## config.mk

```make
export PLATFORM = sky130hd
export DESIGN_NAME = l2_evict_buffer
export DESIGN_NICKNAME = d
export VERILOG_FILES = /design/src/rtl/l2_cache_pkg.sv /design/src/rtl/l2_evict_buffer.sv
export VERILOG_INCLUDE_DIRS = /design/src /design/src/rtl
export SDC_FILE = /design/constraint.sdc
export NUM_CORES = 1
export LEC_CHECK = 0
export ABC_CLOCK_PERIOD_IN_PS = 3250
export BUFFER_PORTS_ARGS = -buffer_cell sky130_fd_sc_hd__buf_2
export CAP_MARGIN = 20
export CORE_AREA = 2 2 165 167
export DETAILED_ROUTE_END_ITERATION = 10
export DIE_AREA = 0 0 167 169
export HOLD_SLACK_MARGIN = 0.05
export SLEW_MARGIN = 10
export SYNTH_ARGS = -nofsm -noshare
export SYNTH_HDL_FRONTEND = slang
export SYNTH_SLANG_ARGS = --single-unit
```

## constraint.sdc

```tcl
create_clock -name clk -period 3.25 [get_ports clk]
set_input_delay 0.65 -clock clk [delete_from_list [all_inputs] [get_ports clk]]
set_output_delay 0.65 -clock clk [all_outputs]
set_load 0.1 [all_outputs]
```

## src/rtl/l2_cache_macros.svh

```systemverilog
// cache geometry, datapath widths and drain delay; include ahead of the package and every RTL file
`ifndef L2_CACHE_MACROS_SVH
`define L2_CACHE_MACROS_SVH

// organization
`define L2_WAYS 4
`define L2_SETS 8
`define L2_WORDS 4

// widths in bits
`define L2_WORD_W 32
`define L2_LINE_W 128
`define L2_ADDR_W 32

// what remains above set, word and byte fields
`define L2_TAG_W 25

// idle cycles a full eviction buffer waits before writing back
`define L2_DRAIN_DELAY 15

`endif

```

## src/rtl/l2_cache_pkg.sv

```systemverilog
// address views and small index types of the l2 cache; modules import it where the body needs it
`include "l2_cache_macros.svh"

package l2_cache_pkg;

    // field widths derived from the geometry
    localparam int SET_W = $clog2(`L2_SETS);
    localparam int WORD_IDX_W = $clog2(`L2_WORDS);
    localparam int BYTE_W = $clog2(`L2_WORD_W / 8);
    localparam int OFFSET_W = WORD_IDX_W + BYTE_W;
    localparam int LINE_ADDR_W = `L2_ADDR_W - OFFSET_W;

    // lookup split: tag, set, word in line, byte in word
    typedef struct packed {
        logic [`L2_TAG_W-1:0] tag;
        logic [SET_W-1:0] set;
        logic [WORD_IDX_W-1:0] word;
        logic [BYTE_W-1:0] byte_off;
    } addr_lookup_t;

    // line split for memory and buffer addressing
    typedef struct packed {
        logic [LINE_ADDR_W-1:0] line_addr;
        logic [OFFSET_W-1:0] offset;
    } addr_line_t;

    // same byte address, two decodes
    typedef union packed {
        addr_lookup_t lookup;
        addr_line_t line;
    } l2_addr_u;

    typedef logic [$clog2(`L2_WAYS)-1:0] way_idx_t;

    // one set's tree, bits {b2, b1, b0}
    typedef logic [2:0] plru_t;

endpackage

```

## src/rtl/l2_evict_buffer.sv

```systemverilog
// one-entry buffer for a dirty victim line: address match, word forward and store merge
`timescale 1ns/1ps
`include "l2_cache_macros.svh"

module l2_evict_buffer (
    input  logic                   clk,
    input  logic                   rst,
    input  l2_cache_pkg::l2_addr_u mem_address,
    input  logic [`L2_WORD_W-1:0]  mem_wdata,
    input  logic [`L2_LINE_W-1:0]  victim_line,
    input  l2_cache_pkg::l2_addr_u victim_addr,
    input  logic                   ewb_load,
    input  logic                   ewb_word_write,
    input  logic                   ewb_clear,
    output logic                   ewb_full,
    output logic                   ewb_hit,
    output logic [`L2_WORD_W-1:0]  ewb_rdata,
    output logic [`L2_LINE_W-1:0]  ewb_line,
    output l2_cache_pkg::l2_addr_u ewb_addr
);

    import l2_cache_pkg::*;

    logic [LINE_ADDR_W-1:0] line_addr;
    logic [WORD_IDX_W-1:0] word_idx;

    // word number from the upper offset bits
    assign word_idx = mem_address.line.offset[OFFSET_W-1:BYTE_W];

    always_ff @(posedge clk)
    begin
        if (rst)
            ewb_full <= 1'b0;
        else if (ewb_load)
            ewb_full <= 1'b1;
        else if (ewb_clear)
            ewb_full <= 1'b0;
    end

    always_ff @(posedge clk)
    begin
        if (ewb_load)
        begin
            ewb_line <= victim_line;
            line_addr <= victim_addr.line.line_addr;
        end
        // store to a parked line lands here, line stays dirty
        else if (ewb_word_write)
            ewb_line[word_idx*`L2_WORD_W +: `L2_WORD_W] <= mem_wdata;
    end

    assign ewb_hit = ewb_full && (line_addr == mem_address.line.line_addr);
    assign ewb_rdata = ewb_line[word_idx*`L2_WORD_W +: `L2_WORD_W];

    // drain address, line aligned
    assign ewb_addr = {line_addr, {OFFSET_W{1'b0}}};

    // FSM must drain before parking another victim
    assert property (@(posedge clk) disable iff (rst) ewb_load |-> !ewb_full);

endmodule

```

-- After elaboration in Yosys (flattened, before gate mapping)
Index checks and enable logic that the tools add are counted.
- bits in registers: 157
- bits in latches: 0
- bits in writable memories: 0
- memory bits (read-only): 0
- output and inout port bits: 194
- memories: 0
- add/subtract/negate cells: 1
- multipliers: 0
- div/mod/pow operators: 0
- order comparisons: 0
- equal/unequal tests: 1
- shift operators: 3
- multiplexer cells: 5
- bitwise logic cells: 0
- reductions and logical operators: 3
- operators by type and width (operator ; number):
    $mux W128 ; 2
    $bwmux W128 ; 1
    $shift A32 B34 Y128 const A ; 1
    $shiftx A128 B8 Y32 ; 1
    $shiftx A32 B34 Y128 ; 1
    $neg A7 Y34 ; 1
    $eq A28 B28 Y1 ; 1
    $reduce_bool A2 Y1 ; 2
    $mux W1 ; 2
    $logic_and A1 B1 Y1 ; 1

-- Longest topological paths before layout
- depth after elaboration: 5
- mapped depth: 9
- mapped depth without buffers: 6

-- Worst setup path before layout
OpenSTA, ideal clock, no wires.
- kind: reg2out
- start: register line_addr[19]
- end: output ewb_hit
- data arrival time: 4.371 ns
- data required time: 2.600 ns
- setup slack: -1.771 ns
- cell stages (with the launch flop): 5
- path buffers: 0
- cell sequence: edfxtp_1 -> xor2_1 -> nor4_1 -> nand3_1 -> nor4_1
- cells in the longest elaborated chain, start to end: 2
- RTL lines (what ; RTL line ; text):
    start, declared ; l2_evict_buffer.sv:24 ; logic [LINE_ADDR_W-1:0] line_addr;
    start signal, assigned ; l2_evict_buffer.sv:45 ; line_addr <= victim_addr.line.line_addr;
    $eq A28 B28 Y1 ; l2_evict_buffer.sv:52 ; assign ewb_hit = ewb_full && (line_addr == mem_address.line.line_addr);
    $logic_and A1 B1 Y1 ; l2_evict_buffer.sv:52 ;
    end, declared ; l2_evict_buffer.sv:16 ; output logic ewb_hit,
Every way passes these cells.

-- Worst setup path in the final report
- start: register line_addr[0]
- end: output ewb_hit
The elaborated chain is that of the path after synthesis.

==> summary.md <==
| Metric | Value |
|---|---|
| Final setup vio count | `0` |
| R2R Path End | `ewb_full$_SDFFE_PP0P_` |
| Layout area overhead | `40.5%` |
| FMAX | `335 MHz` |
| Die W | `167 um` |
| Later-pin clock latency in the skew report | `0.42 ns` |
| CTS tree | `done` |
| Ys Warns | `0` |
| Rows | `60` |
| DR WL/cell | `roughly 22 um` |
| Core box area | `26500 sq um` |
| P_leak | `4.40 nW` |
| Area taken by multi-input logic gates | `2350 sq um` |
| Commonest non-fill, non-tap cell in the layout | `buf_2` |
| Post-cts gate resize count | `0` |
| Worst Hold Class | `in -> reg` |
| Largest net degree at the start of global routing | `158` |
| Layout Nets | `1055` |
| Final Hold Fails | `0` |
| Clk sink count | `157` |
| Min Hold Slack | `0.381 ns` |
| Crit share post-route | `approximately nine tenths` |
| Synth Area per Inst | `17.5 sq um` |
| H-tree levels | `4` |
| Total Routing Usage GR | `~18%` |
| Die footprint | `28200 sq um` |
| Critical path class | `reg -> out` |
| Final worst setup slack | `0.269 ns` |
| Fill cell count | `2534` |
| First-pass GRT wire length | `37800 um` |
| Clock transition at path regs | `0.08 ns` |
| Largest family of logic cells by synthesized area | `compound AO/OA/AOI/OAI gates` |
| CP Capture Type | `output pin` |
| Hold Path Cell Cnt | `2` |
| DRC Markers | `0` |
| Via count | `a little under 6000` |
| Hold Startpoint | `rst` |
| Storage cell area | `4700 sq um` |
| # IOs | `423` |
| Register area share after synthesis | `64.2%` |
| Total chip power | `7.21 mW` |
| CP Max Fanout | `2` |
| CP max stage cell | `buf_2` |
| Final min period | `around 3.0 ns` |
| Cells along the critical path | `xor2_1, nor4_1, nand4_1, nor4_4, buf_2` |
| Post-synthesis compound-gate area fraction | `around 16%` |
| Post-Layout Cell Count | `1175` |
| Final-report max-slew violation count | `0` |
| Worst Path Required | `2.60 ns` |
| Global route overflow | `0` |
| IR drop worst, VDD | `0.000408 V` |
| Post-Synth XOR/XNOR Area | `3.35%` |
| Die Y | `169 um` |
| Hold_buf cts | `0` |
| Startpoint Class | `flip-flop` |
| Vias in the first global route | `~6100` |
| Max stage delay on crit path | `0.46 ns` |
| CTS Buf Count | `17` |
| Setup tns final | `0 ns` |
| Reg2reg path depth | `2` |
| Initial antenna violation count | `0` |
| Post-Synth Adder-Cell Area | `0.854%` |
| Initial drt markers | `between 300 and 400` |
| PortBufs | `412` |
| Starting Density | `27.6%` |
| Power density over the cells | `701 nW/um^2` |
| Clock Skew | `0 ns` |
| Syn Inst Count | `418` |
| Antenna violation net count after detailed routing | `0` |
| Reg2reg setup slack | `2.64 ns` |
| Area of the mapped netlist | `7330 sq um` |
| Root Driver | `clkbuf_16` |
| Share of layout cells above drive strength 1 | `59.5%` |
| Distinct cell type count of the synthesized netlist | `25` |
| First-pass iteration count of the detailed router | `6` |
| Worst Hold End | `ewb_full$_SDFFE_PP0P_` |
| Crit path DAT | `2.33 ns` |
| Worst Tran Pin Value | `1.04 ns` |
| Via-to-Cell Ratio | `4.94` |
| R2R Path Start | `ewb_full$_SDFFE_PP0P_` |
| Postcts setup bufs | `0` |
| Post-synthesis register bit count | `157` |
| RSZ-0062 raised after global routing | `no` |
| Most frequent cells in the layout | `411 x buf_2, 156 x edfxtp_1, 128 x a22o_1, 32 x mux4_2, 19 x xor2_1` |
| Run status | `completed` |
| Max-Cap Viols | `0` |
| GPL Wtd Cong | `0.852` |
| Pre-CTS WS | `0.385 ns` |
| Synth Area in Simple Gates | `1.71%` |
| Worst rel slew slack | `roughly 31%` |
| Antenna diode count | `0` |
| CTS Buffer Depth | `2` |
| Placed insts | `1143` |
| Final wirelength | `26000 um` |
| Hpwl dp | `around 19000 um` |
| Mux cell area share after synthesis | `under 10%` |
final cells by class:
class | instances | area share (%)
Inverter | 3 | 0.109
Clock inverter | 15 | 1.64
Multi-Input combinational cell | 220 | 22.9
Tap cell | 341 | 4.15
Clock buffer | 17 | 4.13
Sequential cell | 157 | 45.7
Timing Repair Buffer | 422 | 21.4
stage by stage:
| stage | area, sq um | util, % |
|---|---|---|
| after floorplan | 7350 | - |
| after detailed placement | 9700 | 36.6 |
| after global routing | 10300 | 38.8 |
| after CTS | 10300 | 38.8 |
| after global placement | 9700 | 36.6 |
| final | 10300 | 38.8 |
state kept, by name, summed over array words and instances, names as in the netlist:
register and cells:
ewb_line 128, line_addr 28, ewb_full 1
cell families (layout without fill, tap and decap cells):
kind of cell,count (synthesis),count (layout)
AO/OA/AOI/OAI,133,133
XOR/XNOR,28,28
adder cells (fa/ha/maj),5,5
buffers and inverters,44,457
flip-flops,157,157
multiplexers,32,32
other,1,4
AND/OR/NAND/NOR,18,18
worst max-delay path, delay by kind of cell (launching register included):
family | cells | cell delay [ns]
buf+inv | 1 | 0.46
simple gates | 3 | 0.83
xor+xnor | 1 | 0.17
flops | 1 | 0.44
cells in the mapped netlist, drive strengths merged:
cell | n | area share [%]
edfxtp | 156 | 64
a21o | 4 | 0.41
conb | 1 | 0.051
and4 | 1 | 0.12
nor4 | 6 | 0.72
buf | 29 | 3.4
ha | 5 | 0.85
a22o | 128 | 15
inv | 3 | 0.15
nand2 | 1 | 0.051
clkbuf | 12 | 0.61
nor2 | 3 | 0.22
xor2 | 19 | 2.3
a21oi | 1 | 0.068
nand4 | 3 | 0.26
mux4 | 32 | 9.8
nor3 | 1 | 0.068
dfxtp | 1 | 0.27
xnor2 | 9 | 1.1
and4b | 1 | 0.14
nand3 | 2 | 0.14
how the worst max path moves through the flow:
| stage | from | endpoint | slack [ns] | depth (start not counted) |
|---|---|---|---|---|
| after detailed placement | mem_address[31] | ewb_hit | 0.39 | 6 |
| after floorplan | line_addr[22]$_DFFE_PP_ | ewb_hit | 0.01 | 4 |
| after global placement | mem_address[31] | ewb_hit | 0.36 | 6 |
| after CTS | line_addr[0]$_DFFE_PP_ | ewb_hit | 0.24 | 5 |
| final | line_addr[0]$_DFFE_PP_ | ewb_hit | 0.27 | 5 |
| after global routing | line_addr[0]$_DFFE_PP_ | ewb_hit | 0.11 | 5 |
metal layers:
layer,vias to the layer above,global-route usage [%],wire length (um)
li1,2568,-,-
met1,2905,21.5,10300
met2,312,31.9,13400
met3,21,4.63,2020
met4,0,4.84,340
met5,-,0,0
power breakdown:
part | switching, mW | internal, mW
registers | 0.108 | 2.45
clock network | 0.976 | 1.04
logic | 2.19 | 0.452
total | 3.27 | 3.94
(Power assumes the default switching activity.)
