<file path="src/rtl/l2_cache_macros.svh">
// cache geometry, datapath widths and drain delay; include ahead of the package and every RTL file
`ifndef L2_CACHE_MACROS_SVH
`define L2_CACHE_MACROS_SVH

// organization
`define L2_WAYS 4
`define L2_SETS 8
`define L2_WORDS 4

// widths in bits
`define L2_WORD_W 32
`define L2_LINE_W 128
`define L2_ADDR_W 32

// what remains above set, word and byte fields
`define L2_TAG_W 25

// idle cycles a full eviction buffer waits before writing back
`define L2_DRAIN_DELAY 15

`endif

</file>
<file path="src/rtl/l2_cache_pkg.sv">
// address views and small index types of the l2 cache; modules import it where the body needs it
`include "l2_cache_macros.svh"

package l2_cache_pkg;

    // field widths derived from the geometry
    localparam int SET_W = $clog2(`L2_SETS);
    localparam int WORD_IDX_W = $clog2(`L2_WORDS);
    localparam int BYTE_W = $clog2(`L2_WORD_W / 8);
    localparam int OFFSET_W = WORD_IDX_W + BYTE_W;
    localparam int LINE_ADDR_W = `L2_ADDR_W - OFFSET_W;

    // lookup split: tag, set, word in line, byte in word
    typedef struct packed {
        logic [`L2_TAG_W-1:0] tag;
        logic [SET_W-1:0] set;
        logic [WORD_IDX_W-1:0] word;
        logic [BYTE_W-1:0] byte_off;
    } addr_lookup_t;

    // line split for memory and buffer addressing
    typedef struct packed {
        logic [LINE_ADDR_W-1:0] line_addr;
        logic [OFFSET_W-1:0] offset;
    } addr_line_t;

    // same byte address, two decodes
    typedef union packed {
        addr_lookup_t lookup;
        addr_line_t line;
    } l2_addr_u;

    typedef logic [$clog2(`L2_WAYS)-1:0] way_idx_t;

    // one set's tree, bits {b2, b1, b0}
    typedef logic [2:0] plru_t;

endpackage

</file>
<file path="src/rtl/l2_data_store.sv">
// line data arrays: whole-line fill, single-word store merge and word select for reads
`timescale 1ns/1ps
`include "l2_cache_macros.svh"

module l2_data_store (
    input  logic                   clk,
    input  l2_cache_pkg::l2_addr_u mem_address,
    input  logic [`L2_WORD_W-1:0]  mem_wdata,
    input  logic [`L2_LINE_W-1:0]  pmem_rdata,
    input  l2_cache_pkg::way_idx_t sel_way,
    input  logic                   word_write,
    input  logic                   line_fill,
    output logic [`L2_LINE_W-1:0]  mem_rdata_line,
    output logic [`L2_WORD_W-1:0]  mem_rdata
);

    import l2_cache_pkg::*;

    logic [`L2_LINE_W-1:0] lines [`L2_WAYS][`L2_SETS];
    logic [SET_W-1:0] set_idx;
    logic [WORD_IDX_W-1:0] word_idx;
    logic [`L2_WORDS-1:0] word_strb;
    logic [`L2_LINE_W-1:0] write_line;

    assign set_idx = mem_address.lookup.set;
    assign word_idx = mem_address.lookup.word;

    // per-word strobes, fill hits all words, store only its own
    always_comb
    begin
        for (int i = 0; i < `L2_WORDS; i++)
        begin
            word_strb[i] = line_fill || (word_write && word_idx == WORD_IDX_W'(i));
            write_line[i*`L2_WORD_W +: `L2_WORD_W] =
                line_fill ? pmem_rdata[i*`L2_WORD_W +: `L2_WORD_W] : mem_wdata;
        end
    end

    always_ff @(posedge clk)
    begin
        for (int i = 0; i < `L2_WORDS; i++)
        begin
            if (word_strb[i])
                lines[sel_way][set_idx][i*`L2_WORD_W +: `L2_WORD_W] <=
                    write_line[i*`L2_WORD_W +: `L2_WORD_W];
        end
    end

    // whole line also feeds the eviction buffer
    assign mem_rdata_line = lines[sel_way][set_idx];
    assign mem_rdata = mem_rdata_line[word_idx*`L2_WORD_W +: `L2_WORD_W];

endmodule

</file>
<file path="config.mk">
export PLATFORM = sky130hd
export DESIGN_NAME = l2_data_store
export DESIGN_NICKNAME = d
export VERILOG_FILES = /design/src/rtl/l2_cache_pkg.sv /design/src/rtl/l2_data_store.sv
export VERILOG_INCLUDE_DIRS = /design/src /design/src/rtl
export SDC_FILE = /design/constraint.sdc
export NUM_CORES = 2
export LEC_CHECK = 0
export BUFFER_PORTS_ARGS = -buffer_cell sky130_fd_sc_hd__buf_2
export CORE_MARGIN = 8
export CORE_UTILIZATION = 57
export DETAILED_ROUTE_END_ITERATION = 6
export PLACE_DENSITY = 0.74
export SYNTH_ARGS = -nofsm -noshare
export SYNTH_HDL_FRONTEND = slang
export SYNTH_SLANG_ARGS = --single-unit
</file>
<file path="constraint.sdc">
create_clock -name clk -period 3.5 [get_ports clk]
set_input_delay 0 -clock clk [delete_from_list [all_inputs] [get_ports clk]]
set_output_delay 0 -clock clk [all_outputs]
set_load 0.05 [all_outputs]
</file>
==> Word-level counts from Yosys, hierarchy flattened <==
Memories as Yosys holds them, arrays and structs flattened.
Index checks and enable logic that the tools add are counted.
{ "word_totals": {"ff_bits": 0, "latchBits": 0, "ram_bits": 4096, "mem_bits_ro": 0, "out_inout_bits": 160, "wordCells": 6185, "mem_count": 1} }
{ "mem_list": {"columns": ["memory", "words", "width", "rd", "rd_clocked_by_memory_dff", "wr", "line_no", "rtl"], "rows": [
  ["lines", 4, 1024, 1, 0, 1, "l2_data_store.sv:19", "logic [`L2_LINE_W-1:0] lines [`L2_WAYS][`L2_SETS];"]
]} }
{ "op_classes": {"n_addsub": 0, "n_mul": 0, "div_mod_pow": 0, "n_lt_le_gt_ge": 2, "eq_ne": 3, "shift": 1, "mux": 3095, "bitwise_logic": 3073, "n_reduce_logical": 10} }
{ "ops": {"columns": ["cell", "n"], "rows": [
  ["1024-bit two-way mux", 4],
  ["1-bit two-way mux", 3076],
  ["1-bit OR", 3072],
  ["128-bit demux with 3-bit select", 4],
  ["128-bit binary-select mux with 3-bit select", 1],
  ["128-bit two-way mux", 3],
  ["32-bit two-way mux", 5],
  ["128-bit by 8-bit variable part select with 32-bit output", 1],
  ["96-bit two-way mux", 1],
  ["64-bit two-way mux", 1],
  ["1-bit logical AND", 5],
  ["2-bit == test (second input constant)", 2],
  ["4-bit greater-or-equal comparator (second input constant)", 1],
  ["1-bit logical OR", 4],
  ["4-bit by 1-bit less-than comparator with 1-bit output (second input constant)", 1],
  ["3-bit inverter with 4-bit output", 1],
  ["2-bit by 1-bit == test with 1-bit output (second input constant)", 1],
  ["2-bit logical NOT", 1]
]} }

==> Longest topological paths before layout <==
{ "depth": {"ltp_word": 9, "mapped_depth": 10, "mapped_depth_nobuf": 6} }

==> Least setup slack after synthesis <==
No wires, ideal clock.
{ "synth_timing": {"path_kind": "input-to-reg", "startpoint": "in sel_way[1]", "endpoint": "mem lines[0][800] in the netlist's numbering, enable pin", "setup_time_ps": 421, "arrival_time_ps": 2638, "required_ps": 3079, "path_slack_ps": 441, "path_stages": 8, "path_cell_list": "buf_2 -> buf_2 -> buf_2 -> buf_2 -> or2_2 -> clkbuf_1 -> clkbuf_1 -> nor2_1"} }
{ "synth_lines": {"columns": ["element", "line_no", "rtl"], "rows": [
  ["start, declared", "l2_data_store.sv:10", "input l2_cache_pkg::way_idx_t sel_way,"],
  ["end, declared", "l2_data_store.sv:19", null]
]} }
Straight into the memory's write port.

==> Worst setup path after layout <==
{ "layout_timing": {"startpoint": "in mem_address[4] in the netlist's numbering", "endpoint": "out mem_rdata[15]"} }
{ "layout_via": {"elab_chain_cells": 5} }
{ "layout_lines": {"columns": ["element", "line_no", "rtl"], "rows": [
  ["start, declared", "l2_data_store.sv:7", "input l2_cache_pkg::l2_addr_u mem_address,"],
  ["3-bit inverter with 4-bit output (implied by the code)", "l2_data_store.sv:50", "assign mem_rdata_line = lines[sel_way][set_idx];"],
  ["128-bit binary-select mux with 3-bit select", "l2_data_store.sv:50", null],
  ["128-bit two-way mux (implied by the code) (2 in a row)", "l2_data_store.sv:50", null],
  ["128-bit by 8-bit variable part select with 32-bit output", "l2_data_store.sv:51", "assign mem_rdata = mem_rdata_line[word_idx*`L2_WORD_W +: `L2_WORD_W];"],
  ["end, declared", "l2_data_store.sv:14", "output logic [`L2_WORD_W-1:0] mem_rdata"]
]} }
No other way between the ends. The select of a mux whose other input is x is not followed.

==> summary.txt <==
Setup path
  – CP Data Arrival Time: 3.54 ns
  – Crit. End Element: primary output
  – Worst Setup Start Kind: input pin
  – CP required: 3.50 ns
  – Kind of critical path: in2out
  – Crit path max fanout: 25

STA
  – Slew @ Worst Pin: 1.33 ns
  – Final Hold Viols: 0
  – Relative slew slack: 11.0%
  – RSZ-0062 raised after global routing: false
  – Slew Limit Fails: 0
  – Final WS setup: -0.0432 ns
  – Period minus WS final: 3.54 ns
  – Fmax: 282 MHz
  – Final Cycle Share: 101%
  – # setup viols final: 3

Placed design
  – Port Buffer Count: 329
  – Placer Congestion: 0.870
  – Pre-CTS setup slack: -0.300 ns
  – HPWL after detailed placement: 286 mm

Hold path
  – Hold path start: mem_wdata[0]
  – Worst Hold Path Cells: 5
  – Tightest Hold Check Type: in2reg
  – Hold EP: lines[2][832]

Routing
  – Vias/cell: 6.70
  – Total iterations of the first detailed-routing run: 6
  – Routed len/inst: 35.1 µm
  – Post-DRT Antenna Nets: 0
  – Final wirelength: 472 mm
  – Starting DRT DRC Count: 13200
  – Via count: 90200
  – DRC Markers: 0

Global route
  – GRT Total Usage: 31.2%
  – Pin count of the biggest net entering global routing: 74
  – GRT Residual Overflow: 0
  – Initial antenna violation count: 51
  – First-pass GRT wire length: 647 mm
  – Number of global-route vias before repair: 87800

Final layout
  – Final Util: 66.1%
  – Largest regs: lines: 4096 flops
  – Reg with most FFs: lines
  – Final nets: 9715
  – Max reg flops: 4096
  – Share of layout cells above drive strength 1: 16.6%
  – Layout area overhead: 15.2%

CTS
  – CTS root buffer: clkbuf_16
  – TritonCTS clock tree: done
  – CTS H-tree lvls: 5
  – CTS clk-pin slew, worst paths: 0.06 ns
  – Setup Fix Bufs, Post-CTS: 0
  – Clock sinks: 4096
  – Clk buf depth: 4
  – Num CTS Buffers: 387

Synth
  – Post-synth top flop: edfxtp_1
  – Asr flop ratio synth: 0%
  – Syn nets: 8871
  – Synth unique cells: 26
  – Post-synth EDFFs: 4096
  – Register bit total from synthesis: 4096
  – Post-synthesis sequential area ratio: 78.4%
  – Synth top area cells: edfxtp_1 78%, mux2i_1 13%, o22ai_1 4.2%
  – Cell count after synthesis: 8674
  – Leading area contributor after synthesis: edfxtp_1
  – Post-Synthesis Cell Area: 0.157 mm²
  – Syn Area/Cell: 18.1 µm²
  – Most common cell in the netlist: edfxtp_1
  – Top post-synthesis cells by count: 4096 x edfxtp_1, 2048 x mux2i_1, 1056 x o22ai_1
  – Top cell type's share of synthesized area: 78.4%
  – Yosys warns: 0

Die
  – Cell Rows: 192
  – Core Box Area: 0.274 mm²
  – Horiz. Die Dim: 541 µm
  – Ports: 357
  – Die H: 541 µm
  – Starting Density: 57.3%
  – Die area: 0.292 mm²

Pwr
  – Max VDD drop: 0.000415 V
  – P_leak: 62.9 nW
  – Pwr/cell area: 573 mW/mm²

Outcome
  – Failing checks: negative setup slack
  – Outcome: finished, violations left

Job
  – Max_cap viols: 0
## power by group
group	total, mW	switching [mW]	internal [mW]
sequential	55.3	0.168	55.2
clock	40.3	17.6	22.7
combinational	8.09	6.08	2.00
total	104	23.9	79.8
## logic make-up (layout without fill, tap and decap cells)
family	Yosys count	count (layout)	share of synthesized area (%)
simple gates	933	933	2.81
buf+inv	506	1648	1.45
other cells	0	59	0
mux	2048	2048	13.1
flops	4096	4096	78.4
compound gates	1091	1091	4.33
## metrics by stage
step	instances	area, µm²	total power, mW	setup TNS [ns]	hold slack, ns
after floorplan	8674	157000	60.5	0	0.657
after global placement	12700	169000	64.0	-0.378	0.634
after CTS	13400	181000	104	0	0.0142
after detailed placement	12700	169000	64.2	-0.418	0.643
final	13500	181000	104	-0.102	0.0832
after global routing	13400	181000	106	0	0.0459
## layer usage
layer / part of all wire [%] / wire length [µm] / GRT usage (%)
met1: 34 / 161000 / 39.5
met5: 0.034 / 159 / 0
met2: 45 / 214000 / 47.4
met3: 13 / 61700 / 8.25
met4: 7.5 / 35400 / 21.7
## cell type report
| class | instances | area (µm²) |
|---|---|---|
| sequential | 4096 | 123000 |
| tap | 3589 | 4490 |
| clock buffer | 474 | 10200 |
| multi-input combinational | 4072 | 32900 |
| timing repair buffer | 961 | 8390 |
| fill | 17600 | 93000 |
| clock inverter | 213 | 1800 |
| antenna | 59 | 148 |
## layout by cell type (no fill, tap or decap), types with 2 or more instances in the layout
cell type | synthesis | routed
nor4_1 | 256 | 250
buf_12 | 0 | 155
nand4b_1 | 4 | 4
o22ai_1 | 1056 | 1055
diode_2 | 0 | 59
nor2_4 | 0 | 129
nand2b_4 | 0 | 2
nand2b_1 | 36 | 32
clkbuf_16 | 0 | 396
nor2_2 | 0 | 2
or4b_4 | 0 | 4
bufinv_16 | 0 | 27
nor3b_1 | 3 | 3
clkbuf_1 | 178 | 78
nand3_1 | 36 | 36
inv_6 | 0 | 7
nand2_1 | 417 | 413
nand2b_2 | 0 | 2
o21bai_1 | 2 | 2
nor2_1 | 163 | 32
clkinv_1 | 0 | 86
nor4_2 | 0 | 6
nand4bb_4 | 0 | 6
and3b_1 | 2 | 2
clkinv_8 | 0 | 3
inv_16 | 0 | 2
nand2_2 | 0 | 3
buf_2 | 295 | 327
clkinvlp_4 | 0 | 9
dlygate4sd3_1 | 0 | 19
edfxtp_1 | 4096 | 4096
mux2i_1 | 2048 | 2048
buf_4 | 2 | 459
o21ai_1 | 20 | 20
o21ai_0 | 12 | 11
clkinv_16 | 0 | 2
clkinv_2 | 0 | 76
## worst max-delay path by stage
stage,startpoint,endpoint,slack (ns)
4_1_cts,lines[3][884],mem_rdata[20],0.02
3_5_place_dp,mem_address[4],mem_rdata[20],-0.30
6_report,mem_address[4],mem_rdata[15],-0.04
3_3_place_gp,mem_address[4],mem_rdata[20],-0.30
5_1_grt,lines[0][700],mem_rdata[28],0.02
2_1_floorplan,sel_way[1],lines[0][800],0.44
## what timing repair did
item | CTS | global route
hold buffers | 19 | 0
hold endpoints to repair | 416 | 0
resized for setup | 7 | 4
endpoints found under the setup margin | 5 | 4
## critical path: stages
cell	delay (ns)
buf_2	0.38
or4b_4	0.75
buf_12	0.28
buf_4	0.24
o22ai_1	0.23
nor4_1	0.11
nand3_1	0.31
o21ai_1	0.15
nor2_1	0.62
buf_2	0.39
(Power assumes the default switching activity.)
