`src/rtl/l2_cache_macros.svh`:
```
// cache geometry, datapath widths and drain delay; include ahead of the package and every RTL file
`ifndef L2_CACHE_MACROS_SVH
`define L2_CACHE_MACROS_SVH

// organization
`define L2_WAYS 4
`define L2_SETS 8
`define L2_WORDS 4

// widths in bits
`define L2_WORD_W 32
`define L2_LINE_W 128
`define L2_ADDR_W 32

// what remains above set, word and byte fields
`define L2_TAG_W 25

// idle cycles a full eviction buffer waits before writing back
`define L2_DRAIN_DELAY 15

`endif

```
`src/rtl/l2_cache_pkg.sv`:
```
// address views and small index types of the l2 cache; modules import it where the body needs it
`include "l2_cache_macros.svh"

package l2_cache_pkg;

    // field widths derived from the geometry
    localparam int SET_W = $clog2(`L2_SETS);
    localparam int WORD_IDX_W = $clog2(`L2_WORDS);
    localparam int BYTE_W = $clog2(`L2_WORD_W / 8);
    localparam int OFFSET_W = WORD_IDX_W + BYTE_W;
    localparam int LINE_ADDR_W = `L2_ADDR_W - OFFSET_W;

    // lookup split: tag, set, word in line, byte in word
    typedef struct packed {
        logic [`L2_TAG_W-1:0] tag;
        logic [SET_W-1:0] set;
        logic [WORD_IDX_W-1:0] word;
        logic [BYTE_W-1:0] byte_off;
    } addr_lookup_t;

    // line split for memory and buffer addressing
    typedef struct packed {
        logic [LINE_ADDR_W-1:0] line_addr;
        logic [OFFSET_W-1:0] offset;
    } addr_line_t;

    // same byte address, two decodes
    typedef union packed {
        addr_lookup_t lookup;
        addr_line_t line;
    } l2_addr_u;

    typedef logic [$clog2(`L2_WAYS)-1:0] way_idx_t;

    // one set's tree, bits {b2, b1, b0}
    typedef logic [2:0] plru_t;

endpackage

```
`src/rtl/l2_plru.sv`:
```
// tree pseudo-LRU per set: updates on hits, picks the victim way with invalid ways first
`timescale 1ns/1ps
`include "l2_cache_macros.svh"

module l2_plru (
    input  logic                           clk,
    input  logic                           rst,
    input  logic [l2_cache_pkg::SET_W-1:0] set_idx,
    input  logic                           plru_update,
    input  l2_cache_pkg::way_idx_t         hit_way,
    input  logic [`L2_WAYS-1:0]            way_valid,
    output l2_cache_pkg::way_idx_t         victim_way
);

    import l2_cache_pkg::*;

    plru_t tree [`L2_SETS];
    plru_t cur;
    plru_t upd;

    assign cur = tree[set_idx];

    // b2 records the half, b1 or b0 the way within it
    always_comb
    begin
        upd = cur;
        upd[2] = hit_way[1];
        if (hit_way[1])
            upd[0] = hit_way[0];
        else
            upd[1] = hit_way[0];
    end

    always_ff @(posedge clk)
    begin
        if (rst)
        begin
            for (int s = 0; s < `L2_SETS; s++)
                tree[s] <= '0;
        end
        else if (plru_update)
            tree[set_idx] <= upd;
    end

    always_comb
    begin
        // walk away from the recent side
        if (cur[2] == 1'b0)
            victim_way = cur[0] ? way_idx_t'(2) : way_idx_t'(3);
        else
            victim_way = cur[1] ? way_idx_t'(0) : way_idx_t'(1);
        // empty way overrides, lowest index wins
        for (int w = `L2_WAYS - 1; w >= 0; w--)
        begin
            if (!way_valid[w])
                victim_way = way_idx_t'(w);
        end
    end

endmodule

```
`config.mk`:
```
export PLATFORM = sky130hd
export DESIGN_NAME = l2_plru
export DESIGN_NICKNAME = d
export VERILOG_FILES = /design/src/rtl/l2_cache_pkg.sv /design/src/rtl/l2_plru.sv
export VERILOG_INCLUDE_DIRS = /design/src /design/src/rtl
export SDC_FILE = /design/constraint.sdc
export NUM_CORES = 1
export LEC_CHECK = 0
export BUFFER_PORTS_ARGS = -buffer_cell sky130_fd_sc_hd__buf_2
export CELL_PAD_IN_SITES_DETAIL_PLACEMENT = 1
export CELL_PAD_IN_SITES_GLOBAL_PLACEMENT = 1
export CORE_MARGIN = 1.5
export CORE_UTILIZATION = 47
export CTS_BUF_LIST = sky130_fd_sc_hd__clkbuf_2
export DETAILED_ROUTE_END_ITERATION = 8
export PLACE_DENSITY = 0.81
export SYNTH_ARGS = -nofsm -noshare
export SYNTH_HDL_FRONTEND = slang
export SYNTH_SLANG_ARGS = --single-unit
```
`constraint.sdc`:
```
create_clock -name clk -period 3.1 [get_ports clk]
set_clock_uncertainty 0.05 [all_clocks]
set_input_delay 0.62 -clock clk [delete_from_list [all_inputs] [get_ports clk]]
set_output_delay 0.62 -clock clk [all_outputs]
set_load 0.02 [all_outputs]
```
-- After elaboration in Yosys (flattened, before gate mapping)
Memory sizes are Yosys's and may differ from the RTL's.
Index checks and enable logic that the tools add are counted.
- $add $sub $neg: 0
- $mul: 0
- div/mod/pow operators: 0
- $lt $le $gt $ge: 0
- equal/unequal tests: 0
- shift-type cells: 0
- muxes and demuxes: 17
- bitwise gates (word level): 0
- reductions and logical operators: 1
- operators by type and width (kind ; count):
    two-way mux 1 bit ; 10
    two-way mux 2 bit ; 5
    two-way mux 3 bit ; 2
    OR reduction 3 bit ; 1
- flip-flop bits (word level): 0
- bits in latches: 0
- memory bits (writable): 24
- memory bits (read-only): 0
- input bits: 12
- output and inout port bits: 2
- memories kept: 1
- memory list (memory ; words ; width ; read ports ; clocked after memory_dff ; write ports ; line ; text):
    tree ; 8 ; 3 ; 1 ; 0 ; 8 ; l2_plru.sv:17 ; plru_t tree [`L2_SETS];

-- Longest topological paths before layout
Gate-level depths: netlist of run 1.
An unclocked memory read counts as a cell.
- word-level depth: 7
- mapped depth: 7
- mapped depth without buffers: 5

-- Least setup slack after synthesis of run 1
No wires, ideal clock.
- kind: input port to output port
- start point: in set_idx[1] (netlist bit)
- end point: out victim_way[0]
- arrival time: 2.189 ns
- required time: 2.430 ns
- setup slack: 0.241 ns
- cell stages on the path: 6
- path buffers: 1
- cells stage by stage: buf_6 mux2_4 a22o_1 a211o_1 mux2_1 a31oi_1
- longest elaborated chain between the ends: 7
- elaborated cells on any way between the ends: 8
- ends and longest elaborated chain (item ; line ; text):
    start: declaration ; l2_plru.sv:8 ; input logic [l2_cache_pkg::SET_W-1:0] set_idx,
    memory (8 x 3 bit) * ; -- ;
    two-way mux 1 bit (on tied branches) ; l2_plru.sv:49, l2_plru.sv:51 ;
    two-way mux 2 bit * ; l2_plru.sv:48 ; if (cur[2] == 1'b0)
    two-way mux 2 bit * (4 in series) ; l2_plru.sv:55 ; if (!way_valid[w])
    end: declaration ; l2_plru.sv:12 ; output l2_cache_pkg::way_idx_t victim_way
Mark *: on every way between the ends. The rest lies on a longest branch, timed or not.

-- Final worst setup path of run 1
Ends and elaborated chain as after synthesis.

==> flow_metrics.env, run 1 <==
export IMPL_final_cells=155
export IMPL_via_per_inst=5.79
export IMPL_grt_pass1_wl_um=4310
export IMPL_hold_depth=3
export IMPL_crit_slowest_cell="mux2_4"
export IMPL_fmax_mhz=339
export IMPL_yosys_top_cells_count="26 x nor2_1, 24 x edfxtp_1, 8 x nand2_1, 8 x nand2b_1"
export IMPL_wl_um=2860
export IMPL_fin_crit_sh_pct=95.2
export IMPL_synth_top_cell_area_share_pct=57.9
export IMPL_synth_area_per_cell_um2=11.2
export IMPL_synth_top_area_cell="edfxtp_1"
export IMPL_io_buffers=13
export IMPL_end_kind="primary output"
export IMPL_worstPathCellList="buf_2 > mux2_4 > a22o_1 > a211o_1 > mux2_1 > a31oi_1 > buf_2"
export IMPL_wire_per_inst_um=18.5
export IMPL_tightest_slew_ns=0.566
export IMPL_pwr_density_cell_nw_per_um2=430
export IMPL_synth_fp_nets=123
export IMPL_critPathBufInv=2
export IMPL_holdBufCountCts=0
export IMPL_htree_num_levels=1
export IMPL_rr_worst_depth=5
export IMPL_utilization_pct=54.3
export IMPL_synth_edf_count=24
export IMPL_start_kind="input pin"
export IMPL_ir_drop_mv=0.238
export IMPL_p_leak_nw=0.538
export IMPL_dp_cells=152
export IMPL_drv_cap=0
export IMPL_regMostFlops="tree"
export IMPL_vias=898
export IMPL_cts_tree="done"
export IMPL_rrSetupSlack_ns=1.17
export IMPL_grt_pass1_vias=912
export IMPL_rsz0062_at_grt="no"
export IMPL_grt_ovfl_total=0
export IMPL_synth_area_top_cells="edfxtp_1 58%, nor2_1 7.8%, mux2_1 4.5%"
export IMPL_hold_start="hit_way[1]"
export IMPL_clock_path_buffers=2
export IMPL_first_pass_iters=4
export IMPL_worst_setup_path_type="in2out"
export IMPL_setup_viol=0
export IMPL_path_delay_family="compound AO/OA/AOI/OAI gates"
export IMPL_grt_usage_pct=21.5
export IMPL_drive_gt1_share_pct=18.4
export IMPL_gp_congestion=0.776
export IMPL_cts_reportedPaths_clkPinSlew_ns=0.22
export IMPL_die_x_um=54.4
export IMPL_power_mw=0.584
export IMPL_crit_path_max_incr_delay_ns=0.32
export IMPL_core_area_um2=2500
export IMPL_syn2layout_area_growth_pct=9.15
export IMPL_r2r_end="tree[7][1]$_SDFFCE_PN0P_"
export IMPL_die_area_um2=2960
export IMPL_slew_headroom_pct=61.5
export IMPL_report_final_hold_viol_count=0
export IMPL_syn_inst=111
export IMPL_nets=139
export IMPL_synth_seq_cells=24
export IMPL_nFillCells=287
export IMPL_crit_fanout=11
export IMPL_grt_max_degree=18
export IMPL_detail_route_drc_violations=0
export IMPL_slew_violations=0
export IMPL_min_to="tree[1][1]$_SDFFCE_PN0P_"
export IMPL_cts_buffers=3
export IMPL_core_rowCount=18
export IMPL_grt_antenna_before_repair=0
export IMPL_diodes=0
export IMPL_placed_cell_area_um2=1340
export IMPL_largest_reg_flops=24
export IMPL_setup_tns_ns=0
export IMPL_yosysWarningCount=0
export IMPL_cp_common_cell="buf_2"
export IMPL_cp_arrival_ns=2.28
export IMPL_fin_hold_ws_ns=0.719
export IMPL_timing_rr_start="tree[2][1]$_SDFFCE_PN0P_"
export IMPL_pin_count=14
export IMPL_cts_setup_buffers=0
export IMPL_fin_area_um2=1360
export IMPL_min_period_ns=2.95
export IMPL_clock_latency_ns=0.33
export IMPL_synthMostInstantiatedCell="nor2_1"
export IMPL_cts_root_buf="clkbuf_2"
export IMPL_cts_resized=0
export IMPL_async_flop_share_pct=0
export IMPL_cp_required_ns=2.43
export IMPL_syn_area_um2=1240
export IMPL_clock_sinks=24
export IMPL_dp_hpwl_um=2120
export IMPL_synth_ff_type="edfxtp_1"
export IMPL_synth_cell_types=31
export IMPL_holdCritPathClass="in2reg"
export IMPL_antenna_left=0
export IMPL_start_util_pct=49.7
export IMPL_chipHeight_um=54.4
export IMPL_synth_seq_area_share_pct=57.9
export IMPL_status="finished clean"
export IMPL_layout_setup_ws_ns=0.149
export IMPL_largest_registers="tree x24"
export IMPL_first_iter_violations=15
export IMPL_dp_slack_ns=0.154
-- cell type report --
cell class | count | area (µm²) | share of cell area, %
Multi-Input combinational cell | 79 | 482 | 35.5
Clock buffer | 3 | 15.0 | 1.11
Tap cell | 30 | 37.5 | 2.76
Inverter | 2 | 7.51 | 0.553
Sequential cell | 24 | 721 | 53.1
Timing Repair Buffer | 17 | 95.1 | 7.00
-- per-layer routing --
metal	share of wire, %	track usage [%]	vias to the layer above
li1	-	-	430
met1	45	28.3	440
met2	51	35.5	24
met3	3.5	3.28	4
met4	1.1	8.75	0
met5	0	0	-
-- placed cells by master, fill, tap and decap left out, types with 3 or more instances in the layout --
cell	Yosys	layout
nand2_1	8	8
a31oi_1	3	3
nand3_1	5	5
nand2b_1	8	8
mux2i_1	3	3
nor2b_1	3	3
buf_2	3	13
nor2_1	26	26
buf_4	0	4
edfxtp_1	24	24
mux2_1	5	5
clkbuf_2	0	3
-- worst max path at each step --
| stage | depth (start not counted) | slack, ns | start | to |
|---|---|---|---|---|
| 2_1_floorplan | 6 | 0.24 | set_idx[1] | victim_way[0] |
| 3_3_place_gp | 7 | 0.19 | set_idx[1] | victim_way[0] |
| 3_5_place_dp | 7 | 0.15 | set_idx[1] | victim_way[0] |
| 4_1_cts | 7 | 0.14 | set_idx[1] | victim_way[0] |
| 5_1_grt | 7 | 0.07 | set_idx[1] | victim_way[0] |
| 6_report | 7 | 0.15 | set_idx[1] | victim_way[0] |
-- report_power, final --
part	internal, mW	switching [mW]	total (mW)	leakage (nW)
logic	0.0349	0.0522	0.0871	0.283
clock network	0.0263	0.0914	0.118	0.0125
registers	0.373	0.00611	0.379	0.243
-- worst reg2reg max path, delay by kind of cell (launching register included) --
kind,cells,cell delay [ns]
muxes,2,0.83
AOI/OAI and AO/OA,1,0.17
and+or+nand+nor,2,0.22
DFF,1,0.43
-- kinds of logic after synthesis --
| family | synth area share (%) |
|---|---|
| DFF | 57.9 |
| muxes | 9.25 |
| and+or+nand+nor | 21.3 |
| AOI/OAI and AO/OA | 8.15 |
| buffers and inverters | 3.32 |
Note: power is estimated with default switching activity, not from simulation.
==> run 2, diff against run 1 <==
--- a/config.mk
+++ b/config.mk
@@ -10,10 +10,10 @@
 export CELL_PAD_IN_SITES_DETAIL_PLACEMENT = 1
 export CELL_PAD_IN_SITES_GLOBAL_PLACEMENT = 1
 export CORE_MARGIN = 1.5
-export CORE_UTILIZATION = 47
+export CORE_UTILIZATION = 35
 export CTS_BUF_LIST = sky130_fd_sc_hd__clkbuf_2
 export DETAILED_ROUTE_END_ITERATION = 8
-export PLACE_DENSITY = 0.81
+export PLACE_DENSITY = 0.64
 export SYNTH_ARGS = -nofsm -noshare
 export SYNTH_HDL_FRONTEND = slang
 export SYNTH_SLANG_ARGS = --single-unit
==> run 2 against run 1 <==
  * Critical path depth is the same
  * Hold slack got worse by 0.11 ns
  * Power is 0.24% lower
  * Utilization down 14 points
  * Via count shrank 5.2%
==> flow_metrics.env, run 2 (synthesis gave the netlist of run 1 again) <==
export IMPL_cts_root_buf="clkbuf_2"
export IMPL_r2r_end="tree[5][1]$_SDFFCE_PN0P_"
export IMPL_chipHeight_um=62.6
export IMPL_end_kind="primary output"
export IMPL_min_to="tree[7][0]$_SDFFCE_PN0P_"
export IMPL_path_delay_family="compound AO/OA/AOI/OAI gates"
export IMPL_grt_max_degree=18
export IMPL_grt_usage_pct=16.4
export IMPL_layout_setup_ws_ns=0.142
export IMPL_diodes=0
export IMPL_largest_reg_flops=24
export IMPL_dp_cells=166
export IMPL_pwr_density_cell_nw_per_um2=427
export IMPL_fin_area_um2=1360
export IMPL_die_area_um2=3920
export IMPL_hold_depth=3
export IMPL_p_leak_nw=0.528
export IMPL_holdBufCountCts=0
export IMPL_fin_crit_sh_pct=95.4
export IMPL_holdCritPathClass="in2reg"
export IMPL_cts_tree="done"
export IMPL_grt_pass1_wl_um=4900
export IMPL_start_util_pct=37.0
export IMPL_core_rowCount=21
export IMPL_regMostFlops="tree"
export IMPL_slew_violations=0
export IMPL_crit_path_max_incr_delay_ns=0.32
export IMPL_pin_count=14
export IMPL_hold_start="hit_way[0]"
export IMPL_utilization_pct=40.5
export IMPL_grt_antenna_before_repair=0
export IMPL_mostFrequentLayoutCells="26 x nor2_1, 24 x edfxtp_1, 13 x buf_2"
export IMPL_largest_registers="tree x24"
export IMPL_timing_rr_start="tree[0][1]$_SDFFCE_PN0P_"
export IMPL_htree_num_levels=1
export IMPL_vias=851
export IMPL_rr_worst_depth=5
export IMPL_cp_common_cell="buf_2"
export IMPL_crit_fanout=15
export IMPL_setup_tns_ns=0
export IMPL_syn2layout_area_growth_pct=9.56
export IMPL_final_common_cell="nor2_1"
export IMPL_rrSetupSlack_ns=1.18
export IMPL_io_buffers=13
export IMPL_nets=137
export IMPL_clock_path_buffers=2
export IMPL_critPathBufInv=2
export IMPL_placed_cell_area_um2=1350
export IMPL_start_kind="input pin"
export IMPL_detail_route_drc_violations=0
export IMPL_rsz0062_at_grt="no"
export IMPL_worstPathCellList="buf_2 > nor2_1 > a22o_1 > a211o_1 > mux2_1 > a31oi_1 > buf_2"
export IMPL_setup_viol=0
export IMPL_cp_required_ns=2.43
export IMPL_grt_pass1_vias=959
export IMPL_status="finished clean"
export IMPL_clock_sinks=24
export IMPL_slew_headroom_pct=62.4
export IMPL_grt_ovfl_total=0
export IMPL_cts_buffers=3
export IMPL_tightest_slew_ns=0.553
export IMPL_wire_per_inst_um=17.4
export IMPL_final_cells=169
export IMPL_wl_um=2950
export IMPL_worst_setup_path_type="in2out"
export IMPL_via_per_inst=5.04
export IMPL_drv_cap=0
export IMPL_min_period_ns=2.96
export IMPL_dp_slack_ns=0.140
export IMPL_report_final_hold_viol_count=0
export IMPL_antenna_left=0
export IMPL_gp_congestion=0.805
export IMPL_cts_setup_buffers=0
export IMPL_cts_reportedPaths_clkPinSlew_ns=0.24
export IMPL_dp_hpwl_um=2260
export IMPL_drive_gt1_share_pct=17.1
export IMPL_cts_resized=0
export IMPL_fmax_mhz=338
export IMPL_cp_arrival_ns=2.29
export IMPL_first_pass_iters=4
export IMPL_clock_latency_ns=0.34
export IMPL_ir_drop_mv=0.170
export IMPL_first_iter_violations=54
export IMPL_die_x_um=62.6
export IMPL_core_area_um2=3360
export IMPL_crit_slowest_cell="mux2_1"
==> run 2: cell count changes in the layout (fill, tap and decap cells not counted), sizes merged <==
cell,change
buf,-2
==> run 2: where the power goes <==
| part | switching (mW) | internal [mW] |
|---|---|---|
| clock | 0.0927 | 0.0263 |
| sequential | 0.00641 | 0.373 |
| combinational | 0.0516 | 0.0324 |
| total | 0.151 | 0.432 |
==> run 2: worst reg2reg max path: stages (launching register included) <==
cell       delay, ns
edfxtp_1        0.44
mux2_1          0.30
a2bb2oi_1       0.15
nand3_1         0.14
mux2i_2         0.49
nor2_1          0.12
==> run 2: how the worst max path moves through the flow <==
| stage | to | cells past startpoint | slack, ns | start |
|---|---|---|---|---|
| 2_1_floorplan | victim_way[0] | 6 | 0.24 | set_idx[1] |
| 3_3_place_gp | victim_way[0] | 8 | 0.16 | set_idx[1] |
| 3_5_place_dp | victim_way[0] | 7 | 0.14 | set_idx[0] |
| 4_1_cts | victim_way[0] | 7 | 0.14 | set_idx[0] |
| 5_1_grt | victim_way[0] | 7 | 0.03 | set_idx[0] |
| 6_report | victim_way[0] | 7 | 0.14 | set_idx[0] |
==> run 2: layout make-up <==
cell class              instances  area (µm²)
clock buffers                   3        15.0
fillers                       406        2000
inverters                       2        7.51
multi-input cells              79         482
flip-flops and latches         24         721
well taps                      46        57.6
repair buffers                 15        80.1
==> run 2: metrics by stage <==
step	power (mW)	hold slack, ns
floorplan	0.439	0.726
global placement	0.468	0.770
detailed placement	0.472	0.799
CTS	0.586	0.614
global route	0.606	0.631
finish	0.582	0.611
==> run 2: routing by layer <==
metal	track usage [%]	up-vias	wire length (µm)
met1	22.6	414	1460
li1	-	421	-
met3	1.80	2	62
met4	4.17	0	12
met2	27.7	14	1410
met5	0	-	0
==> run 3, diff against run 2 <==
--- a/config.mk
+++ b/config.mk
@@ -13,7 +13,7 @@
 export CORE_UTILIZATION = 35
 export CTS_BUF_LIST = sky130_fd_sc_hd__clkbuf_2
 export DETAILED_ROUTE_END_ITERATION = 8
-export PLACE_DENSITY = 0.64
+export PLACE_DENSITY_LB_ADDON = 0.1
 export SYNTH_ARGS = -nofsm -noshare
 export SYNTH_HDL_FRONTEND = slang
 export SYNTH_SLANG_ARGS = --single-unit
==> constraint.sdc (replaced) <==
create_clock -name clk -period 3.1 [get_ports clk]
set_clock_uncertainty 0.05 [all_clocks]
set_input_delay 0.465 -clock clk [delete_from_list [all_inputs] [get_ports clk]]
set_output_delay 0.465 -clock clk [all_outputs]
set_load 0.02 [all_outputs]
==> run 3 against run 2 <==
  * Sequential share of layout area down 0.15 points
  * Setup slack better by 0.24 ns
  * Largest power group unchanged
  * Global-route usage shrank 0.51 points
  * Critical path type unchanged
  * Register-to-register slack better by 0.04 ns
  * Count of clock-buffer cells in the layout stayed put
  * First-iteration DRC count shrank 30%
==> flow_metrics.env, run 3 (synthesis gave the netlist of run 1 again) <==
export IMPL_status="finished clean"
export IMPL_chipHeight_um=62.6
export IMPL_end_kind="primary output"
export IMPL_final_common_cell="nor2_1"
export IMPL_die_x_um=62.6
export IMPL_slew_violations=0
export IMPL_io_buffers=13
export IMPL_tightest_slew_ns=0.556
export IMPL_core_rowCount=21
export IMPL_utilization_pct=40.6
export IMPL_start_kind="input pin"
export IMPL_via_per_inst=4.94
export IMPL_fmax_mhz=368
export IMPL_core_area_um2=3360
export IMPL_path_delay_family="multiplexers"
export IMPL_dp_cells=166
export IMPL_regMostFlops="tree"
export IMPL_cp_required_ns=2.58
export IMPL_htree_num_levels=1
export IMPL_holdCritPathClass="in2reg"
export IMPL_pin_count=14
export IMPL_min_period_ns=2.72
export IMPL_detail_route_drc_violations=0
export IMPL_largest_reg_flops=24
export IMPL_dp_hpwl_um=2110
export IMPL_grt_max_degree=18
export IMPL_first_pass_iters=4
export IMPL_crit_slowest_cell="mux2_4"
export IMPL_rsz0062_at_grt="no"
export IMPL_critPathBufInv=2
export IMPL_cts_reportedPaths_clkPinSlew_ns=0.24
export IMPL_cp_common_cell="buf_2"
export IMPL_grt_pass1_vias=915
export IMPL_grt_ovfl_total=0
export IMPL_worst_setup_path_type="in2out"
export IMPL_start_util_pct=37.0
export IMPL_cts_root_buf="clkbuf_2"
export IMPL_grt_pass1_wl_um=4720
export IMPL_mostFrequentLayoutCells="26 x nor2_1, 24 x edfxtp_1, 13 x buf_2"
export IMPL_final_cells=170
export IMPL_syn2layout_area_growth_pct=9.86
export IMPL_drive_gt1_share_pct=16.9
export IMPL_clock_latency_ns=0.34
export IMPL_report_final_hold_viol_count=0
export IMPL_vias=840
export IMPL_ir_drop_mv=0.160
export IMPL_p_leak_nw=0.530
export IMPL_drv_cap=0
export IMPL_crit_path_max_incr_delay_ns=0.33
export IMPL_fin_crit_sh_pct=87.6
export IMPL_layout_setup_ws_ns=0.384
export IMPL_holdBufCountCts=0
export IMPL_worstPathCellList="buf_2 > mux2_4 > a22o_1 > a211o_1 > mux2_1 > a31oi_1 > buf_2"
export IMPL_diodes=0
export IMPL_wire_per_inst_um=16.5
export IMPL_gp_congestion=0.707
export IMPL_nets=137
export IMPL_cts_buffers=3
export IMPL_first_iter_violations=38
export IMPL_largest_registers="tree x24"
export IMPL_clock_sinks=24
export IMPL_nFillCells=407
export IMPL_die_area_um2=3920
export IMPL_cts_resized=0
export IMPL_clock_path_buffers=2
export IMPL_cp_arrival_ns=2.20
export IMPL_slew_headroom_pct=62.2
export IMPL_crit_fanout=15
export IMPL_dp_slack_ns=0.381
export IMPL_grt_usage_pct=15.9
export IMPL_setup_tns_ns=0
export IMPL_grt_antenna_before_repair=0
export IMPL_regArea_um2=721
export IMPL_setup_viol=0
export IMPL_multi_input_area_um2=482
export IMPL_antenna_left=0
export IMPL_cts_setup_buffers=0
export IMPL_power_mw=0.589
export IMPL_wl_um=2810
export IMPL_pwr_density_cell_nw_per_um2=431
export IMPL_cts_tree="done"
run 3: cell count changes in the layout (fill, tap and decap cells not counted):
cell,delta
clkinv_1,+1
run 3: worst paths after layout:
kind | cells after the start | endpoint | slack [ns] | start
worst max-delay path | 7 | victim_way[0] | 0.38 | set_idx[1]
worst min register to register | 4 | tree[3][1]$_SDFFCE_PN0P_ | 0.96 | tree[4][1]$_SDFFCE_PN0P_
worst min-delay path | 3 | tree[3][1]$_SDFFCE_PN0P_ | 0.55 | hit_way[0]
worst max register to register | 5 | tree[5][1]$_SDFFCE_PN0P_ | 1.22 | tree[0][1]$_SDFFCE_PN0P_
run 3: layer usage:
layer  share of wire (%)  vias up  GRT usage, %
met5                   0        -             0
met4                0.43        0          4.17
met3                 3.7        2          1.98
met2                  47       16          26.6
met1                  49      397          21.9
li1                    -      425             -
run 3: stage by stage:
stage / hold WS, ns / area, µm²
after floorplan: 0.711 / 1240
after global placement: 0.916 / 1350
after detailed placement: 0.905 / 1350
after CTS: 0.547 / 1370
after global routing: 0.535 / 1370
final: 0.547 / 1370
run 3: layout make-up:
| type | instances | share of cell area (%) |
|---|---|---|
| inverters | 2 | 0.549 |
| clock buffers | 3 | 1.10 |
| clock inverters | 1 | 0.275 |
| multi-input cells | 79 | 35.3 |
| well taps | 46 | 4.21 |
| repair buffers | 15 | 5.86 |
| flip-flops and latches | 24 | 52.7 |
run 3: report_power, final:
part / switching (mW) / internal (mW)
logic: 0.0510 / 0.0332
clock network: 0.0980 / 0.0280
registers: 0.00557 / 0.373
total: 0.155 / 0.434
run 3: tightest hold or removal path: cells and delay by family:
kind                   cells  cell delay, ns
muxes                      1            0.16
and+or+nand+nor            1            0.12
buffers and inverters      1            0.10
